[config.mk]
export PLATFORM = sky130hd
export DESIGN_NAME = fau_add_sub_mod_flat
export DESIGN_NICKNAME = d
export VERILOG_FILES = /design/src/hdl/fau_pkg.sv /design/src/hdl/fau_ifs.sv /design/src/hdl/fau_add_sub_mod.sv /design/src/flat_wrapper.sv
export VERILOG_INCLUDE_DIRS = /design/src /design/src/include
export SDC_FILE = /design/constraint.sdc
export NUM_CORES = 1
export LEC_CHECK = 0
export BUFFER_PORTS_ARGS = -buffer_cell sky130_fd_sc_hd__buf_2
export CAP_MARGIN = 20
export CORE_MARGIN = 2
export CORE_UTILIZATION = 40
export DETAILED_ROUTE_END_ITERATION = 12
export PLACE_DENSITY_LB_ADDON = 0.15
export SYNTH_ARGS = -nofsm -noshare
export SYNTH_HDL_FRONTEND = slang
export SYNTH_SLANG_ARGS = --single-unit
[constraint.sdc]
create_clock -name clk -period 7.08 [get_ports clk]
set_input_delay 0.354 -clock clk [delete_from_list [all_inputs] [get_ports clk]]
set_output_delay 0.354 -clock clk [all_outputs]
set_load 0.02 [all_outputs]
[src/include/fau_consts.svh]
/* Field arithmetic unit widths
   Operand size, multiplier digit size and digits per operand */

`ifndef FAU_CONSTS_SVH
`define FAU_CONSTS_SVH

// Operand and modulus width in bits
`define FAU_REG_SIZE 64

// Digit consumed per multiplier iteration
// Must divide FAU_REG_SIZE
`define FAU_RADIX 16

// Digits per operand, also the multiplier iteration count
`define FAU_NUM_WORDS (`FAU_REG_SIZE / `FAU_RADIX)

`endif

[src/hdl/fau_pkg.sv]
/* Field arithmetic unit types
   Operand and digit types shared by the RTL and the testbench */

`include "fau_consts.svh"

package fau_pkg;

    // ----------------------------------------
    // Data types
    // ----------------------------------------

    // One field element or the modulus
    typedef logic [`FAU_REG_SIZE-1:0] operand_t;

    // One multiplier digit
    // Also the width of the Montgomery constant mu
    typedef logic [`FAU_RADIX-1:0] digit_t;

endpackage

[src/hdl/fau_ifs.sv]
/* Field arithmetic unit internal buses
   Montgomery multiplier bus and modular adder/subtractor bus */


// Adder/subtractor bus, no handshake
// Result follows the inputs one cycle later
interface fau_addsub_if;
    logic              sub;
    logic              red;
    fau_pkg::operand_t opa;
    fau_pkg::operand_t opb;
    fau_pkg::operand_t prime;
    fau_pkg::operand_t res;

    modport ctrl (output sub, red, opa, opb, prime, input res);
    modport unit (input sub, red, opa, opb, prime, output res);
endinterface

[src/hdl/fau_add_sub_mod.sv]
/* Modular adder/subtractor
   opa +/- opb, reduced mod prime or wrapping, result registered */

`timescale 1ns/1ps
`include "fau_consts.svh"

module fau_add_sub_mod #(
    parameter int REG_SIZE = `FAU_REG_SIZE
) (
    input logic        clk,
    input logic        reset_i,
    fau_addsub_if.unit addsub
);

    // Raw result with carry (add) or borrow (sub) on top
    logic [REG_SIZE:0]   raw;
    logic                carry;
    logic [REG_SIZE-1:0] raw_lo;
    logic [REG_SIZE-1:0] corr;
    logic                use_corr;
    logic [REG_SIZE-1:0] sel;
    logic [REG_SIZE-1:0] res_q;

    // ----------------------------------------
    // Raw sum or difference
    // ----------------------------------------

    always_comb begin
        if (addsub.sub) begin
            raw = {1'b0, addsub.opa} - {1'b0, addsub.opb};
        end else begin
            raw = {1'b0, addsub.opa} + {1'b0, addsub.opb};
        end
    end

    assign carry  = raw[REG_SIZE];
    assign raw_lo = raw[REG_SIZE-1:0];

    // ----------------------------------------
    // Correction by prime
    // ----------------------------------------

    // Sub: add prime back, wrap cancels the borrow
    // Add: remove prime, wrap cancels the carry
    assign corr = addsub.sub ? (raw_lo + addsub.prime) : (raw_lo - addsub.prime);

    // Sub corrects on borrow
    // Add corrects when the full sum is not below prime
    always_comb begin
        if (addsub.sub) begin
            use_corr = carry;
        end else begin
            use_corr = carry | (raw_lo >= addsub.prime);
        end
    end

    // Without reduction the plain wrapping value goes out
    assign sel = (addsub.red && use_corr) ? corr : raw_lo;

    // Result register, updated every cycle
    always_ff @(posedge clk) begin
        if (reset_i) begin
            res_q <= '0;
        end else begin
            res_q <= sel;
        end
    end

    assign addsub.res = res_q;

endmodule

[src/flat_wrapper.sv]
// flat-port wrapper written by rule: the top's interface ports become plain ports
module fau_add_sub_mod_flat 
#(
    parameter int REG_SIZE = `FAU_REG_SIZE
)
  (clk, reset_i, addsub_sub, addsub_red, addsub_opa, addsub_opb, addsub_prime, addsub_res);
  fau_addsub_if addsub_i ();
  input logic clk;
  input logic reset_i;
  input wire logic [$bits(addsub_i.sub)-1:0] addsub_sub;
  input wire logic [$bits(addsub_i.red)-1:0] addsub_red;
  input wire logic [$bits(addsub_i.opa)-1:0] addsub_opa;
  input wire logic [$bits(addsub_i.opb)-1:0] addsub_opb;
  input wire logic [$bits(addsub_i.prime)-1:0] addsub_prime;
  output wire logic [$bits(addsub_i.res)-1:0] addsub_res;
  assign addsub_i.sub = addsub_sub;
  assign addsub_i.red = addsub_red;
  assign addsub_i.opa = addsub_opa;
  assign addsub_i.opb = addsub_opb;
  assign addsub_i.prime = addsub_prime;
  assign addsub_res = addsub_i.res;
  fau_add_sub_mod #(.REG_SIZE(REG_SIZE)) u_core (.clk(clk), .reset_i(reset_i), .addsub(addsub_i));
endmodule
==> summary.txt <==
Pwr
  • Leak Pwr: 11.1 nW
  • Peak supply drop: 0.144 mV
  • Pwr per Cell Area: 301 nW/µm²
  • Power, Total: 6.89 mW

Routing
  • Routed length per instance: 20.7 µm
  • Post-DRT Antenna Nets: 0
  • Vias: 20900
  • Pre-antenna DRT Iters: 5
  • Initial DRC Count: 1849
  • Routed Wire Length: 75100 µm
  • DR vias/cell: 5.75
  • Post-route DRC: 0

Yosys
  • Sequential area share after synthesis: 8.08%
  • Mapped cell area: 15900 µm²
  • Synth Warn #: 0
  • Synth unique cells: 84
  • Top cell type's share of synthesized area: 15.2%
  • Async set-or-reset flop fraction in the synthesized netlist: 0%
  • Top FF cell, synth: dfxtp_1
  • Post-synth EDFFs: 0
  • Post-Syn Instances: 2352
  • Syn Nets: 2744
  • Average size of a mapped cell: 6.74 µm²
  • Cells taking the most area after synthesis: ha_1, a21oi_1, xnor2_1
  • Post-synth top area cell: ha_1
  • Synthesized flop and latch total: 64

Layout
  • Fraction of layout cells with a size suffix above 1: 32.4%
  • Nets: 3501
  • Max reg flops: 64
  • Post-layout util: 58.8%
  • Area Overhead vs Synth: 44.2%

Global routing
  • Global-route wire length before repair: 111000 µm
  • Vias in the first global route: 19700
  • GRT Util Overall: 34.4%
  • Pin count of the biggest net entering global routing: 62
  • GRT overflow: 0
  • Antenna violations before repair: 1

Clock network
  • CTS tree: yes
  • Root Buffer: clkbuf_16
  • CTS sink count: 64
  • Clock Tree Buf Depth: 2
  • Clock transition at the registers of the reported paths: 0.06 ns
  • Clock buffer count from CTS: 9
  • Htree depth: 3

Min path
  • Worst min-delay path class: input pin to flip-flop

Critical path
  • WS Path Type: input pin to flip-flop
  • Crit-path slowest cell: or4_4
  • Worst EP required: 7.31 ns
  • Slowest stage delay, CP: 0.48 ns
  • Critical Path AT: 7.11 ns
  • Worst setup SP type: input pin
  • Element type at the critical path end: flip-flop
  • Critical path's most frequent cell: buf_4
  • Crit path buffers/inverters: 7
  • Crit-path max FO: 5
  • Cell family with most CP delay: simple AND/OR/NAND/NOR gates

Placement
  • HPWL after DPL: 62000 µm
  • DP Worst Slack: -0.715 ns
  • GP Congestion: 1.01
  • IO Port Bufs: 259

Floorplan
  • Starting density of the core: 40.8%
  • Core ar.: 38900 µm²
  • Row count: 72
  • Die area: 41300 µm²
  • Die Height: 203 µm
  • Die X: 203 µm
  • IO Pins: 260

STA
  • Fmax: 145 MHz
  • Final setup vio count: 0
  • Max-slew violations: 0
  • Final worst path period need: 6.88 ns
  • Least-Margin Pin Slew: 0.877 ns
  • Setup TNS: 0 ns
  • Final hold violation count: 0
  • Slew HR: 41.1%
  • PnR worst setup slack: 0.199 ns
  • Fin crit share: 97.2%

Job
  • Max-cap violations: 0

Status
  • Outcome: completed
==> routing by layer <==
layer | GRT usage [%] | part of all wire [%] | up-vias | routed length (µm)
met5 | 0 | 0 | - | 0
met4 | 10.2 | 2.8 | 0 | 2130
met3 | 3.92 | 8.0 | 99 | 6010
met2 | 51.9 | 42 | 926 | 31600
met1 | 50.8 | 47 | 9832 | 35400
li1 | - | - | 10000 | -
==> placed cells by master, fill, tap and decap left out, drive strengths merged, types with 30 or more instances in the layout <==
master  Yosys  routed
dfxtp      64      64
a211oi     43      43
o21ai     128     128
xnor2     160     160
buf        38     856
a21oi     293     293
nor4       41      41
nand3      57      57
ha        193     193
nor3       82      82
inv       185     185
a31oi      39      39
nand4      37      37
nand2     153     153
o21bai     51      51
o31ai      36      36
xor2       30      30
nor2      240     240
a21o       73      73
==> repair_timing <==
item                                    in CTS  in global routing
endpoints found under the setup margin      63                 64
hold buffers                                 0                  0
gates resized for setup                     11                 97
pin swaps                                    1                 23
setup buffers                                0                 10
gates cloned                                 0                  9
==> final cells by class <==
cell class,instances,area [µm²]
well taps,518,648
repair buffers,863,6020
fillers,3845,16000
diodes,1,2.50
inverters,187,702
flip-flops and latches,64,1280
multi-input cells,1984,13900
clock buffers,10,229
clock inverters,6,83.8
==> where the power goes <==
group / total, mW / internal, mW / switching [mW] / leakage, nW
sequential: 0.523 / 0.472 / 0.0509 / 0.534
clock: 0.509 / 0.307 / 0.202 / 0.156
combinational: 5.86 / 2.53 / 3.33 / 10.4
total: 6.89 / 3.31 / 3.58 / 11.1
==> path summary, 6_finish.rpt <==
check	start	to	slack (ns)	cells past startpoint
hold / removal	addsub_prime[0]	u_core.addsub.res[0]$_SDFF_PP0_	0.54	4
setup / recovery	addsub_opb[2]	u_core.addsub.res[20]$_SDFF_PP0_	0.20	32
==> tightest hold or removal path: stages <==
cell     delay [ns]
buf_2          0.13
ha_1           0.17
nand2_1        0.05
and3_1         0.16
==> cells by family (layout without fill, tap and decap cells) <==
logic type / after synthesis / after routing / synth area share (%)
flops: 64 / 64 / 8.08
buf+inv: 306 / 1066 / 7.68
simple gates: 757 / 757 / 23.2
xor+xnor: 190 / 190 / 10.5
fa+ha+maj: 196 / 196 / 15.6
other cells: 0 / 1 / 0
compound gates: 819 / 819 / 33.6
mux: 20 / 22 / 1.32
==> synth_stat cells, types with 10 or more instances <==
master and count:
a21oi_1 293, nor2_1 239, ha_1 193, inv_1 185, xnor2_1 160, nand2_1 153, o21ai_0 121, clkbuf_1 81
nor3_1 81, a21o_1 73, dfxtp_1 64, nand3_1 57, o21bai_1 51, a31oi_1 39, nor4_1 39, nand4_1 37
o31ai_1 36, xor2_1 30, nor2b_1 29, and3_1 24, o211ai_1 24, a211oi_2 23, nand2b_1 23, a211oi_1 20
buf_2 20, mux2i_1 18, or3_1 15, a221oi_1 13, and2_1 13, o21a_1 13, or2_2 12, buf_1 11
o31a_1 11, a21boi_0 10, a22o_1 10
==> stage by stage <==
step,hold slack (ns),area (µm²),cells
floorplan,0.608,15900,2352
global route,0.555,22900,3633
detailed placement,0.769,21700,3597
finish,0.540,22900,3633
global placement,0.770,21700,3597
CTS,0.527,22100,3613
Note: power is estimated with default switching activity, not from simulation.
